--- src/lc4_pkg.sv ---
`default_nettype none

package lc4_pkg;

   localparam int LC4_WORD_W = 16;
   localparam int LC4_REG_W  = 3;

   typedef logic [LC4_WORD_W-1:0] lc4_word_t;
   typedef logic [LC4_REG_W-1:0]  lc4_reg_t;

   // primary opcode, instruction bits 15..12
   typedef enum logic [3:0] {
      OP_NOP   = 4'b0000,
      OP_ARITH = 4'b0001,
      OP_LOGIC = 4'b0101,
      OP_LDR   = 4'b0110,
      OP_STR   = 4'b0111,
      OP_CONST = 4'b1001
   } lc4_opcode_e;

   typedef enum logic [2:0] {
      ALU_ADD,
      ALU_SUB,
      ALU_AND,
      ALU_OR,
      ALU_XOR,
      ALU_PASS_IMM,
      ALU_ADDR
   } lc4_alu_op_e;

   localparam lc4_word_t LC4_RESET_PC   = 16'h8200;
   localparam int        LC4_NUM_REGS   = 8;
   localparam int        LC4_PIPE_DEPTH = 4;

   // instruction fields
   localparam int OPC_MSB   = 15;
   localparam int OPC_LSB   = 12;
   localparam int RD_MSB    = 11;
   localparam int RD_LSB    = 9;
   localparam int RS_MSB    = 8;
   localparam int RS_LSB    = 6;
   localparam int SUBOP_MSB = 5;
   localparam int SUBOP_LSB = 3;
   localparam int RT_MSB    = 2;
   localparam int RT_LSB    = 0;
   localparam int IMM9_W    = 9;
   localparam int OFF6_W    = 6;

   // sub-op codes for ARITH and LOGIC
   localparam logic [2:0] SUB_ADD = 3'b000;
   localparam logic [2:0] SUB_SUB = 3'b010;
   localparam logic [2:0] SUB_AND = 3'b000;
   localparam logic [2:0] SUB_OR  = 3'b010;
   localparam logic [2:0] SUB_XOR = 3'b011;

endpackage

`default_nettype wire

--- src/lc4_stage_if.sv ---
`default_nettype none

// one instruction in flight between two adjacent stages
interface lc4_stage_if
   import lc4_pkg::*;
();

   lc4_word_t   pc;
   lc4_word_t   insn;
   lc4_opcode_e op;
   lc4_alu_op_e alu_op;
   lc4_reg_t    wsel;
   logic        rf_we;
   logic        is_load;
   logic        is_store;
   lc4_word_t   rs_data;
   lc4_word_t   rt_data;
   lc4_word_t   result;

   modport src (
      output pc, insn, op, alu_op, wsel, rf_we,
      output is_load, is_store, rs_data, rt_data, result
   );

   modport dst (
      input pc, insn, op, alu_op, wsel, rf_we,
      input is_load, is_store, rs_data, rt_data, result
   );

endinterface

`default_nettype wire

--- src/lc4_fetch.sv ---
`default_nettype none

module lc4_fetch
   import lc4_pkg::*;
#(
   parameter lc4_word_t P_RESET_PC = LC4_RESET_PC
) (
   input  wire        gwe,
   input  wire        i_rst_n,
   input  lc4_word_t  i_cur_insn,
   output lc4_word_t  o_cur_pc,
   lc4_stage_if.src   f2d
);

   lc4_word_t pc;

   // no branches, so the pc just counts up
   always_ff @(posedge gwe or negedge i_rst_n) begin
      if (!i_rst_n) begin
         pc       <= P_RESET_PC;
         f2d.pc   <= '0;
         f2d.insn <= '0;
      end else begin
         pc       <= pc + 16'd1;
         f2d.pc   <= pc;
         f2d.insn <= i_cur_insn;
      end
   end

   assign o_cur_pc = pc;

   // nothing decoded yet
   assign f2d.op       = OP_NOP;
   assign f2d.alu_op   = ALU_ADD;
   assign f2d.wsel     = '0;
   assign f2d.rf_we    = 1'b0;
   assign f2d.is_load  = 1'b0;
   assign f2d.is_store = 1'b0;
   assign f2d.rs_data  = '0;
   assign f2d.rt_data  = '0;
   assign f2d.result   = '0;

endmodule

`default_nettype wire

--- src/lc4_decode.sv ---
`default_nettype none

module lc4_decode
   import lc4_pkg::*;
(
   input  wire        gwe,
   input  wire        i_rst_n,
   lc4_stage_if.dst   f2d,
   lc4_stage_if.src   d2x,
   output lc4_reg_t   o_rs_sel,
   output lc4_reg_t   o_rt_sel,
   input  lc4_word_t  i_rs_data,
   input  lc4_word_t  i_rt_data
);

   logic [3:0]  opc;
   logic [2:0]  subop;
   lc4_opcode_e op;
   lc4_alu_op_e alu_op;
   logic        rf_we;
   logic        is_load;
   logic        is_store;

   assign opc   = f2d.insn[OPC_MSB:OPC_LSB];
   assign subop = f2d.insn[SUBOP_MSB:SUBOP_LSB];

   assign o_rs_sel = f2d.insn[RS_MSB:RS_LSB];
   // STR reads the stored register from the rd field
   assign o_rt_sel = (opc == OP_STR) ? f2d.insn[RD_MSB:RD_LSB] : f2d.insn[RT_MSB:RT_LSB];

   always_comb begin
      op       = OP_NOP;
      alu_op   = ALU_ADD;
      is_load  = 1'b0;
      is_store = 1'b0;
      case (opc)
         OP_ARITH: begin
            if (subop == SUB_ADD) begin
               op = OP_ARITH;
            end else if (subop == SUB_SUB) begin
               op     = OP_ARITH;
               alu_op = ALU_SUB;
            end
         end
         OP_LOGIC: begin
            if (subop == SUB_AND || subop == SUB_OR || subop == SUB_XOR) begin
               op = OP_LOGIC;
            end
            if (subop == SUB_AND) begin
               alu_op = ALU_AND;
            end else if (subop == SUB_OR) begin
               alu_op = ALU_OR;
            end else begin
               alu_op = ALU_XOR;
            end
         end
         OP_LDR: begin
            op      = OP_LDR;
            alu_op  = ALU_ADDR;
            is_load = 1'b1;
         end
         OP_STR: begin
            op       = OP_STR;
            alu_op   = ALU_ADDR;
            is_store = 1'b1;
         end
         OP_CONST: begin
            op     = OP_CONST;
            alu_op = ALU_PASS_IMM;
         end
         default: begin
            op = OP_NOP;
         end
      endcase
   end

   assign rf_we = (op == OP_ARITH) || (op == OP_LOGIC) || (op == OP_CONST) || (op == OP_LDR);

   always_ff @(posedge gwe or negedge i_rst_n) begin
      if (!i_rst_n) begin
         d2x.pc       <= '0;
         d2x.insn     <= '0;
         d2x.op       <= OP_NOP;
         d2x.alu_op   <= ALU_ADD;
         d2x.wsel     <= '0;
         d2x.rf_we    <= 1'b0;
         d2x.is_load  <= 1'b0;
         d2x.is_store <= 1'b0;
         d2x.rs_data  <= '0;
         d2x.rt_data  <= '0;
      end else begin
         d2x.pc       <= f2d.pc;
         d2x.insn     <= f2d.insn;
         d2x.op       <= op;
         d2x.alu_op   <= alu_op;
         d2x.wsel     <= f2d.insn[RD_MSB:RD_LSB];
         d2x.rf_we    <= rf_we;
         d2x.is_load  <= is_load;
         d2x.is_store <= is_store;
         d2x.rs_data  <= i_rs_data;
         d2x.rt_data  <= i_rt_data;
      end
   end

   // result is filled in by execute
   assign d2x.result = '0;

endmodule

`default_nettype wire

--- src/lc4_regfile.sv ---
`default_nettype none

module lc4_regfile
   import lc4_pkg::*;
#(
   parameter int P_NUM_REGS = LC4_NUM_REGS
) (
   input  wire        gwe,
   input  wire        i_rst_n,
   input  lc4_reg_t   i_rs_sel,
   input  lc4_reg_t   i_rt_sel,
   input  lc4_reg_t   i_wsel,
   input  wire        i_we,
   input  lc4_word_t  i_wdata,
   output lc4_word_t  o_rs_data,
   output lc4_word_t  o_rt_data
);

   lc4_word_t regs [P_NUM_REGS];

   always_ff @(posedge gwe or negedge i_rst_n) begin
      if (!i_rst_n) begin
         for (int i = 0; i < P_NUM_REGS; i++) begin
            regs[i] <= '0;
         end
      end else if (i_we) begin
         regs[i_wsel] <= i_wdata;
      end
   end

   // writeback in the same cycle wins over the stored value
   assign o_rs_data = (i_we && i_wsel == i_rs_sel) ? i_wdata : regs[i_rs_sel];
   assign o_rt_data = (i_we && i_wsel == i_rt_sel) ? i_wdata : regs[i_rt_sel];

endmodule

`default_nettype wire

--- src/lc4_execute.sv ---
`default_nettype none

module lc4_execute
   import lc4_pkg::*;
(
   input  wire       gwe,
   input  wire       i_rst_n,
   lc4_stage_if.dst  d2x,
   lc4_stage_if.src  x2m
);

   lc4_word_t imm9;
   lc4_word_t off6;
   lc4_word_t result;

   assign imm9 = {{(LC4_WORD_W-IMM9_W){d2x.insn[IMM9_W-1]}}, d2x.insn[IMM9_W-1:0]};
   assign off6 = {{(LC4_WORD_W-OFF6_W){d2x.insn[OFF6_W-1]}}, d2x.insn[OFF6_W-1:0]};

   always_comb begin
      case (d2x.alu_op)
         ALU_ADD:      result = d2x.rs_data + d2x.rt_data;
         ALU_SUB:      result = d2x.rs_data - d2x.rt_data;
         ALU_AND:      result = d2x.rs_data & d2x.rt_data;
         ALU_OR:       result = d2x.rs_data | d2x.rt_data;
         ALU_XOR:      result = d2x.rs_data ^ d2x.rt_data;
         ALU_PASS_IMM: result = imm9;
         // effective address for LDR and STR
         ALU_ADDR:     result = d2x.rs_data + off6;
         default:      result = '0;
      endcase
   end

   always_ff @(posedge gwe or negedge i_rst_n) begin
      if (!i_rst_n) begin
         x2m.pc       <= '0;
         x2m.insn     <= '0;
         x2m.op       <= OP_NOP;
         x2m.alu_op   <= ALU_ADD;
         x2m.wsel     <= '0;
         x2m.rf_we    <= 1'b0;
         x2m.is_load  <= 1'b0;
         x2m.is_store <= 1'b0;
         x2m.rs_data  <= '0;
         x2m.rt_data  <= '0;
         x2m.result   <= '0;
      end else begin
         x2m.pc       <= d2x.pc;
         x2m.insn     <= d2x.insn;
         x2m.op       <= d2x.op;
         x2m.alu_op   <= d2x.alu_op;
         x2m.wsel     <= d2x.wsel;
         x2m.rf_we    <= d2x.rf_we;
         x2m.is_load  <= d2x.is_load;
         x2m.is_store <= d2x.is_store;
         x2m.rs_data  <= d2x.rs_data;
         x2m.rt_data  <= d2x.rt_data;
         x2m.result   <= result;
      end
   end

endmodule

`default_nettype wire

--- src/lc4_memory.sv ---
`default_nettype none

module lc4_memory
   import lc4_pkg::*;
(
   input  wire        gwe,
   input  wire        i_rst_n,
   lc4_stage_if.dst   x2m,
   lc4_stage_if.src   m2w,
   output lc4_word_t  o_dmem_addr,
   output lc4_word_t  o_dmem_towrite,
   output logic       o_dmem_we,
   input  lc4_word_t  i_cur_dmem_data
);

   logic      mem_access;
   lc4_word_t wb_data;
   lc4_word_t mem_data;

   assign mem_access = x2m.is_load || x2m.is_store;

   // data memory sees only loads and stores
   assign o_dmem_addr    = mem_access ? x2m.result : '0;
   assign o_dmem_we      = x2m.is_store;
   assign o_dmem_towrite = x2m.is_store ? x2m.rt_data : '0;

   // word moved over the data bus, for the trace
   always_comb begin
      if (x2m.is_store) begin
         mem_data = x2m.rt_data;
      end else if (x2m.is_load) begin
         mem_data = i_cur_dmem_data;
      end else begin
         mem_data = '0;
      end
   end

   assign wb_data = mem_access ? mem_data : x2m.result;

   always_ff @(posedge gwe or negedge i_rst_n) begin
      if (!i_rst_n) begin
         m2w.pc       <= '0;
         m2w.insn     <= '0;
         m2w.op       <= OP_NOP;
         m2w.alu_op   <= ALU_ADD;
         m2w.wsel     <= '0;
         m2w.rf_we    <= 1'b0;
         m2w.is_load  <= 1'b0;
         m2w.is_store <= 1'b0;
         m2w.rs_data  <= '0;
         m2w.rt_data  <= '0;
         m2w.result   <= '0;
      end else begin
         m2w.pc       <= x2m.pc;
         m2w.insn     <= x2m.insn;
         m2w.op       <= x2m.op;
         m2w.alu_op   <= x2m.alu_op;
         m2w.wsel     <= x2m.wsel;
         m2w.rf_we    <= x2m.rf_we;
         m2w.is_load  <= x2m.is_load;
         m2w.is_store <= x2m.is_store;
         // rs_data now carries the memory address
         m2w.rs_data  <= o_dmem_addr;
         m2w.rt_data  <= mem_data;
         m2w.result   <= wb_data;
      end
   end

endmodule

`default_nettype wire

--- src/lc4_pipeline.sv ---
`default_nettype none

module lc4_pipeline
   import lc4_pkg::*;
#(
   parameter lc4_word_t P_RESET_PC = LC4_RESET_PC
) (
   input  wire        gwe,
   input  wire        i_rst_n,
   output lc4_word_t  o_cur_pc,
   input  lc4_word_t  i_cur_insn,
   output lc4_word_t  o_dmem_addr,
   input  lc4_word_t  i_cur_dmem_data,
   output logic       o_dmem_we,
   output lc4_word_t  o_dmem_towrite,
   output lc4_word_t  o_trace_pc,
   output lc4_word_t  o_trace_insn,
   output logic       o_trace_rf_we,
   output lc4_reg_t   o_trace_rf_wsel,
   output lc4_word_t  o_trace_rf_data,
   output logic       o_trace_dmem_we,
   output lc4_word_t  o_trace_dmem_addr,
   output lc4_word_t  o_trace_dmem_data
);

   lc4_reg_t  rs_sel;
   lc4_reg_t  rt_sel;
   lc4_word_t rs_data;
   lc4_word_t rt_data;

   lc4_stage_if f2d ();
   lc4_stage_if d2x ();
   lc4_stage_if x2m ();
   lc4_stage_if m2w ();

   lc4_fetch #(
      .P_RESET_PC (P_RESET_PC)
   ) u_fetch (
      .gwe        (gwe),
      .i_rst_n    (i_rst_n),
      .i_cur_insn (i_cur_insn),
      .o_cur_pc   (o_cur_pc),
      .f2d        (f2d.src)
   );

   lc4_decode u_decode (
      .gwe       (gwe),
      .i_rst_n   (i_rst_n),
      .f2d       (f2d.dst),
      .d2x       (d2x.src),
      .o_rs_sel  (rs_sel),
      .o_rt_sel  (rt_sel),
      .i_rs_data (rs_data),
      .i_rt_data (rt_data)
   );

   // written from the writeback register
   lc4_regfile #(
      .P_NUM_REGS (LC4_NUM_REGS)
   ) u_regfile (
      .gwe       (gwe),
      .i_rst_n   (i_rst_n),
      .i_rs_sel  (rs_sel),
      .i_rt_sel  (rt_sel),
      .i_wsel    (m2w.wsel),
      .i_we      (m2w.rf_we),
      .i_wdata   (m2w.result),
      .o_rs_data (rs_data),
      .o_rt_data (rt_data)
   );

   lc4_execute u_execute (
      .gwe     (gwe),
      .i_rst_n (i_rst_n),
      .d2x     (d2x.dst),
      .x2m     (x2m.src)
   );

   lc4_memory u_memory (
      .gwe             (gwe),
      .i_rst_n         (i_rst_n),
      .x2m             (x2m.dst),
      .m2w             (m2w.src),
      .o_dmem_addr     (o_dmem_addr),
      .o_dmem_towrite  (o_dmem_towrite),
      .o_dmem_we       (o_dmem_we),
      .i_cur_dmem_data (i_cur_dmem_data)
   );

   assign o_trace_pc        = m2w.pc;
   assign o_trace_insn      = m2w.insn;
   assign o_trace_rf_we     = m2w.rf_we;
   assign o_trace_rf_wsel   = m2w.wsel;
   assign o_trace_rf_data   = m2w.result;
   assign o_trace_dmem_we   = m2w.is_store;
   assign o_trace_dmem_addr = m2w.rs_data;
   assign o_trace_dmem_data = m2w.rt_data;

endmodule

`default_nettype wire

--- config.mk ---
export PLATFORM = sky130hd
export DESIGN_NAME = lc4_pipeline
export DESIGN_NICKNAME = d
export VERILOG_FILES = /design/src/lc4_pkg.sv /design/src/lc4_stage_if.sv /design/src/lc4_fetch.sv /design/src/lc4_decode.sv /design/src/lc4_regfile.sv /design/src/lc4_execute.sv /design/src/lc4_memory.sv /design/src/lc4_pipeline.sv
export SDC_FILE = /design/constraint.sdc
export NUM_CORES = 1
export LEC_CHECK = 0
export BUFFER_PORTS_ARGS = -buffer_cell sky130_fd_sc_hd__buf_4
export CORE_ASPECT_RATIO = 1.2
export CORE_MARGIN = 3
export CORE_UTILIZATION = 43
export DETAILED_ROUTE_END_ITERATION = 8
export GPL_TIMING_DRIVEN = 0
export PLACE_DENSITY_LB_ADDON = 0.3
export SLEW_MARGIN = 0
export SYNTH_ARGS = -nofsm -noshare
export SYNTH_HDL_FRONTEND = slang
export SYNTH_SLANG_ARGS = --single-unit
--- constraint.sdc ---
create_clock -name gwe -period 4.05 [get_ports gwe]
set_input_delay 0.405 -clock gwe [delete_from_list [all_inputs] [get_ports gwe]]
set_output_delay 0.405 -clock gwe [all_outputs]
set_load 0.02 [all_outputs]
### Word level (Yosys, flattened, before mapping)

Index checks and enable logic that the tools add are counted.

* output and inout bits: 134
* bits of input ports: 34
* register bits: 404
* logic and storage cells: 110

* bitwise gates (word level): 6
* mux-type cells: 29
* equality and inequality tests: 19
* add/subtract/negate cells: 4
* magnitude comparators: 4
* reductions and logical operators: 12

Operator list (count)
* 16-bit two-way mux: 12
* 128-bit bitwise mux: 1
* 16-bit case mux with 7 select lines: 1
* 16-bit binary-select mux with 3-bit select: 2
* 16-bit demux with 3-bit select: 1
* 16-bit adder: 2
* 4-bit by 3-bit equality test with 1-bit output, second input constant: 5
* 4-bit case mux with 5 select lines: 1
* 16-bit by 1-bit adder with 16-bit output, second input constant: 1
* 16-bit bitwise AND: 1
* 16-bit bitwise OR: 1
* 16-bit subtractor: 1
* 16-bit XOR: 1
* 3-bit two-way mux: 5
* 3-bit by 2-bit equality test with 1-bit output, second input constant: 4
* 4-bit greater-or-equal comparator, second input constant: 3
* 3-bit inverter with 4-bit output: 3
* 3-bit case mux with 4 select lines: 1
* 3-bit equality test, second input constant: 3
* 4-bit by 1-bit equality test with 1-bit output, second input constant: 2
* 4-bit equality test, second input constant: 2
* 3-bit equality test: 2
* 3-bit logical NOT: 2
* 1-bit logical OR: 6
* 6 further kinds: 11

### Longest topological paths before layout

Gate-level depths: netlist (run 1).

* word-level depth: 9
* gate-level depth with buffers: 16
* depth with buffers taken out: 16

### Hierarchy

From an unflattened synthesis (run 1), not the netlist that was laid out.

* cell total of the unflattened synthesis: 1376
* area total of the unflattened synthesis: 19409.9 um^2

By module, submodules not included
* lc4_regfile: cells each 452, area an instance 7508.5 um^2, seq. area each 3203.1 um^2, times used 1
* lc4_execute: cells each 425, area an instance 4624.4 um^2, seq. area each 2327.2 um^2, times used 1
* lc4_memory: cells each 217, area an instance 3039.2 um^2, seq. area each 2327.2 um^2, times used 1
* lc4_decode: cells each 131, area an instance 2270.9 um^2, seq. area each 1851.8 um^2, times used 1
* lc4_fetch: cells each 151, area an instance 1966.9 um^2, seq. area each 1203.7 um^2, times used 1

### Worst setup path after synthesis (run 1)

No wires, ideal clock.

* path kind: reg-to-reg
* start: reg u_decode.d2x.alu_op[1]
* end: reg u_execute.x2m.result[14]
* required time: 3.914 ns
* cell stages (with the launch flop): 11
* setup time: 0.136 ns
* data arrival time: 3.274 ns
* period minus slack after synthesis: 3.410 ns
* path slack: 0.640 ns
* path buffers: 2
* cells stage by stage: dfrtp_1 or3b_2 clkbuf_1 clkbuf_1 o311ai_0 ha_1 a2111oi_0 nand2_1 a41oi_1 nor4_1 or3b_2

* longest elaborated chain between the ends: 2
* elaborated cells on any way between the ends: 8
* classes of those cells: eq/ne: 6; mux: 1; reduce/logical: 1

RTL lines
* start: declaration: RTL line lc4_stage_if.sv:21 `output pc, insn, op, alu_op, wsel, rf_we,`
* 3-bit equality test, or another cell as far along: RTL line lc4_execute.sv:20 `case (d2x.alu_op)`
* 16-bit case mux with 7 select lines *: RTL line lc4_execute.sv:20
* via u_execute.result[14]: RTL line lc4_execute.sv:14 `lc4_word_t result;`
* end: declaration: RTL line lc4_stage_if.sv:22 `output is_load, is_store, rs_data, rt_data, result`

The timed path passes the listed nets; every way through them passes the cells marked *.
A chain may end at the register's enable or synchronous reset.

### Worst setup path after layout (run 1)

* start: reg u_decode.d2x.rt_data[3]
* end: reg u_execute.x2m.result[14]

* longest elaborated chain between the ends: 2
* elaborated cells on any way between the ends: 3
* classes of those cells: add/sub: 2; mux: 1

RTL lines
* start: declaration: RTL line lc4_stage_if.sv:22
* start signal: assignment: RTL line lc4_decode.sv:101 `d2x.rt_data <= i_rt_data;`
* 16-bit subtractor / 16-bit adder (equally long branches): RTL line lc4_execute.sv:22, lc4_execute.sv:21
* 16-bit case mux with 7 select lines *: RTL line lc4_execute.sv:20
* via u_execute.result[14]: RTL line lc4_execute.sv:14

Marks and branches as above.

==> results.toml, run 1 <==
[synthesis]
postSynthAreaPerCell_sq_um = 12.74
synthCells = 1396
synth_commonest_cells = "dfrtp_1 (393), mux2_2 (135), mux2i_1 (116)"
ys_seq_area_frac = 0.5558
yosysWarnings = 0
synth_edf_count = 0
netlist.top_cell.by_area = "dfrtp_1"
async_flop_share = 1.000
yosysUniqueCellTypes = 62
yosysMostFrequentCell = "dfrtp_1"
synth_top_area_frac = 0.5528
ys_ff_latch = 395
syn-num-nets = 1482
synth.area.top_cells = "dfrtp_1 (55%), mux2_2 (8.5%), mux2i_1 (6.5%)"
syn_area_sq_um = 17790
synthFlopType = "dfrtp_1"

[final_layout]
syn_to_final_growth_pct = 21.06
regMostFlops = "u_regfile.regs"
largest_reg_flops = 128
n_antenna_cell = 0
stdcell_count = 2202
layout-drive-gt1-share = 0.2880
layout.nets = 1715

[routing]
drtAntennaViolNets = 0
routed_via_density = 5.268
initialDrtViolationCount = 608
routed_wl_um = 42680
num_vias = 11600
drtPass1Iterations = 5
drc = 0
wl_per_cell_um = 19.38

[die]
core_area_sq_um = 40840
die_y_um = 228.8
boundaryPins = 168
dieArea_sq_um = 43860
die_x_um = 191.7
start_util = 0.4356
row_count = 81

[worst_setup_path]
timing.critical_path.required_ns = 4.46
cp-end-kind = "flip-flop"
critPathMaxFanout = 7
rr_startpoint = "u_decode.d2x.rt_data[3]$_DFF_PN0_"
start_kind = "flip-flop"
worstPathArrival_ns = 4.29
worstSetupStartpoint = "u_decode.d2x.rt_data[3]$_DFF_PN0_"
worstSetupPathType = "reg -> reg"

[sta]
fin_crit_sh = 0.9585
slew_violations = 0
worst_slack_ns = 0.1679
hold_viol = 0
fin_tns_setup_ns = 0
rsz0062_at_grt = "false"
finClkSkew_ns = 0.02214
worst_pin_slew_ns = 1.096
holdWs_ns = 0.08280
slew_headroom = 0.2637
setup_viol = 0
period_minus_slack_ns = 3.882
fmax_ghz = 0.2576

[job]
drv_cap = 0

[global_route]
grt_max_degree = 128
antenna_found_initial = 0
grt_pass1_vias = 12000
grtUsageTotal = 0.1938
overflow = 0
grt_pass1_wl_um = 66980

[clock_network]
clk_path_buf_depth = 3
clock-sinks = 395
htreeDepth = 2
cts_buffers = 42
clk_pin_slew_ns = 0.06
clkLatencyLatePin_ns = 0.55
cts_root_buf = "clkbuf_16"
cts_tree = "done"

[hold_path]
hold_class = "in -> reg"
min_from = "i_cur_dmem_data[2]"

[power]
vdd.ir_drop.worst_uv = 368.1
p_per_area_nw_per_um2 = 604.0
p_leak_uw = 0.01044

[placed_design]
dp_slack_ns = -0.4499
io_buffers = 167
place_congestion = 0.8963
hpwl_um = 31580
place_inst = 2105

[status]
status = "completed"
## worst max-delay path: stages (launching register included)
cell	delay [ns]
dfrtp_1	0.48
nor4_4	0.44
nand4_1	0.21
or3_1	0.41
o21ai_0	0.16
nor2_1	0.05
o21ai_0	0.21
ha_1	0.35
a21o_1	0.19
a21o_1	0.17
a21oi_1	0.23
nor3_1	0.07
a221o_1	0.29
or3b_2	0.47
## path summary, 6_finish.rpt
| kind | to | slack [ns] | depth (start not counted) |
|---|---|---|---|
| setup / recovery | u_execute.x2m.result[14]$_DFF_PN0_ | 0.17 | 13 |
| hold / removal | u_memory.m2w.rt_data[2]$_DFF_PN0_ | 0.08 | 2 |
| setup reg to reg | u_execute.x2m.result[14]$_DFF_PN0_ | 0.17 | 13 |
| hold reg to reg | u_decode.d2x.pc[2]$_DFF_PN0_ | 0.35 | 0 |
| max in group asynchronous | u_fetch.f2d.insn[9]$_DFF_PN0_ | 2.73 | 3 |
| min in group asynchronous | u_memory.m2w.rs_data[7]$_DFF_PN0_ | 0.36 | 2 |
## metrics by stage
stage          area (sq um)  power, uW  utilization
6_report              21540      13010       0.5273
5_1_grt               21540      13760       0.5273
4_1_cts               21490      13110       0.5261
3_5_place_dp          19810       8973       0.4850
3_3_place_gp          19720       8844       0.4828
2_1_floorplan         17790       7807            -
## final cells by class
| type | instances | area (sq um) |
|---|---|---|
| buffer | 88 | 432.9 |
| clock buffer | 58 | 1232 |
| clock inverter | 20 | 254.0 |
| sequential | 395 | 9887 |
| inverter | 62 | 232.7 |
| tap | 539 | 674.4 |
| multi-input combinational | 850 | 7286 |
| timing repair buffer | 190 | 1536 |
| fill | 3481 | 19310 |
## routing by layer
layer	global-route usage	vias up	part of all wire
li1	-	5460	-
met1	0.2292	5743	0.40
met2	0.3476	309	0.52
met3	0.03283	89	0.044
met4	0.07639	0	0.035
met5	0	-	0
## where the power goes
part	internal [uW]	switching, uW	total [uW]
Sequential	4790	768	5560
Clock	2410	1600	4010
Combinational	1720	1720	3440
## layout by cell type, fill, tap and decap left out, drive strengths merged, types with 28 or more instances in the layout
cell type	synthesis	layout
o21ai	38	38
mux4	32	32
dfrtp	393	393
a21oi	86	86
clkbuf	51	107
mux2	145	145
nor2	79	79
a21o	28	28
buf	38	212
ha	51	51
inv	62	64
nand2	44	44
mux2i	117	117
## kinds of logic after synthesis
family,synth area share
DFF,0.5558
adders and majority gates,0.03700
AOI/OAI and AO/OA,0.08756
muxes,0.2009
xor gates and xnor gates,0.01625
buffers and inverters,0.03749
and+or+nand+nor,0.06499
## repair_timing
| action | 4_1_cts | 5_1_grt |
|---|---|---|
| setup endpoints to repair | 6 | 3 |
| pin swaps | 0 | 3 |
| gates cloned | 0 | 0 |
| buffers inserted | 0 | 3 |
| hold endpoints to repair | 58 | 0 |
| gates resized for setup | 10 | 9 |
| hold buffers | 17 | 0 |
(Power assumes the default switching activity.)
==> inputs of run 2 (changes only) <==
--- a/config.mk
+++ b/config.mk
@@ -8,7 +8,7 @@
 export BUFFER_PORTS_ARGS = -buffer_cell sky130_fd_sc_hd__buf_4
 export CORE_ASPECT_RATIO = 1.2
 export CORE_MARGIN = 3
-export CORE_UTILIZATION = 43
+export CORE_UTILIZATION = 59
 export DETAILED_ROUTE_END_ITERATION = 8
 export GPL_TIMING_DRIVEN = 0
 export PLACE_DENSITY_LB_ADDON = 0.3
==> constraint.sdc (replaced) <==
create_clock -name gwe -period 3.7 [get_ports gwe]
set_input_delay 0.37 -clock gwe [delete_from_list [all_inputs] [get_ports gwe]]
set_output_delay 0.37 -clock gwe [all_outputs]
set_load 0.02 [all_outputs]
==> results.toml, run 2 (synthesis results as in run 1) <==
[power]
switching_share = 0.3211
p_int_uw = 9537
p_per_area_nw_per_um2 = 658.9
p_total_uw = 14050
power.share.clock = 0.287
seq_power_share = 0.433
p_switching_uw = 4511
p_leak_uw = 0.01041
combPwrFrac = 0.280
vdd.ir_drop.worst_uv = 439.0

[die]
boundaryPins = 168
die_x_um = 164.5
dieArea_sq_um = 32280
die_y_um = 196.2
row_count = 69
core_area_sq_um = 29700
start_util = 0.5990

[placed_design]
placed_cell_area_sq_um = 19620
dp_slack_ns = -0.7885
place_inst = 1956
hpwl_um = 30600
io_buffers = 167
place_congestion = 0.9015

[routing]
routed_wl_um = 42850
initialDrtViolationCount = 829
drtPass1Iterations = 5
drc = 0
drtAntennaViolNets = 0
wl_per_cell_um = 20.88
routed_via_density = 5.780
num_vias = 11860

[sta]
period_minus_slack_ns = 3.557
fmax_ghz = 0.2811
worst_slack_ns = 0.1429
slew_violations = 0
fin_crit_sh = 0.9614
slew_headroom = 0.1899
hold_viol = 0
worst_pin_slew_ns = 1.206
finClkSkew_ns = 0.01912
setup_viol = 0

[final_layout]
final_common_cell = "dfrtp_1"
layout-drive-gt1-share = 0.2984
largest_reg_flops = 128
final_area_sq_um = 21320
syn_to_final_growth_pct = 19.86
stdcell_count = 2052
regMostFlops = "u_regfile.regs"
layout.nets = 1719
n_antenna_cell = 0
layout_common_cells = "dfrtp_1 (389), buf_4 (199), mux2_2 (135)"

[clock_network]
cts_root_buf = "clkbuf_16"
clock-sinks = 395
clk_pin_slew_ns = 0.06
clk_path_buf_depth = 3
cts_tree = "done"
clkLatencyLatePin_ns = 0.56
htreeDepth = 2
cts_buffers = 39

[hold_path]
hold_class = "in -> reg"

[job]
drv_cap = 0

[status]
status = "completed"

[worst_setup_path]
worstPathArrival_ns = 3.98
worstSetupPathType = "reg -> reg"
critPathMaxFanout = 10
start_kind = "flip-flop"
timing.critical_path.required_ns = 4.12
cp-end-kind = "flip-flop"

[global_route]
grt_pass1_wl_um = 67120
antenna_found_initial = 0
overflow = 0
grt_max_degree = 129
grt_pass1_vias = 12240
grtUsageTotal = 0.2677
## run 2: area by class of cell
type	count	area, sq um
fill	2015	8377
clock buffer	51	1101
inverter	62	232.7
multi-input combinational	850	7345
sequential	395	9892
buffer	86	430.4
tap	390	488.0
clock inverter	19	229.0
timing repair buffer	199	1604
## run 2: stage by stage
stage                     utilization  setup TNS, ns  hold WS, ns
after floorplan                     -              0      0.07441
after global placement         0.6577        -495.74       0.3312
after detailed placement       0.6607         -3.624       0.3159
after CTS                      0.7136              0      0.02522
after global routing           0.7179       -0.01117      0.03790
final                          0.7179              0      0.04347
## run 2: per-layer routing
layer / vias up / share of wire / global-route usage
li1: 5449 / - / -
met1: 5948 / 0.40 / 0.3382
met2: 379 / 0.51 / 0.4612
met3: 85 / 0.052 / 0.04097
met4: 0 / 0.040 / 0.1106
met5: - / 0 / 0
## run 2: worst paths after layout
path                                                   from                                 end  slack (ns)  cells after the start
max                        u_decode.d2x.alu_op[1]$_DFF_PN0_  u_execute.x2m.result[14]$_DFF_PN0_        0.14                     14
min                                      i_cur_dmem_data[6]   u_memory.m2w.rt_data[6]$_DFF_PN0_        0.04                      2
max reg2reg                u_decode.d2x.alu_op[1]$_DFF_PN0_  u_execute.x2m.result[14]$_DFF_PN0_        0.14                     14
min reg2reg                 u_execute.x2m.insn[5]$_DFF_PN0_      u_memory.m2w.insn[5]$_DFF_PN0_        0.34                      0
max in group asynchronous                           i_rst_n   u_decode.d2x.rt_data[0]$_DFF_PN0_        2.38                      3
min in group asynchronous                           i_rst_n  u_execute.x2m.rt_data[9]$_DFF_PN0_        0.32                      2
## run 2: repair_timing
item,4_1_cts,5_1_grt
endpoints found under the hold margin,65,0
gates resized for setup,21,22
hold buffers,17,0
setup buffers,1,11
setup endpoints to repair,9,4
pin swaps,3,8
## run 2: worst max-delay path: stages (launching register included)
cell and delay [ns]:
dfrtp_2 0.45, or3b_4 0.44, buf_4 0.19, clkbuf_4 0.20, nor3_2 0.13, a21oi_1 0.05
o21ai_0 0.10, ha_1 0.30, nor2b_1 0.16, o21a_1 0.21, o21ai_4 0.24, nand2_2 0.12
a41oi_4 0.29, nor4_1 0.08, or3b_2 0.46
## run 2: power groups by stage
stage / clock network, uW / registers [uW] / logic [uW]
after CTS: 4110 / 6060 / 3820
after floorplan: 0 / 5960 / 2590
final: 4030 / 6090 / 3930
after detailed placement: 0 / 6120 / 3710
after global routing: 4280 / 6200 / 4320
after global placement: 0 / 6060 / 3600
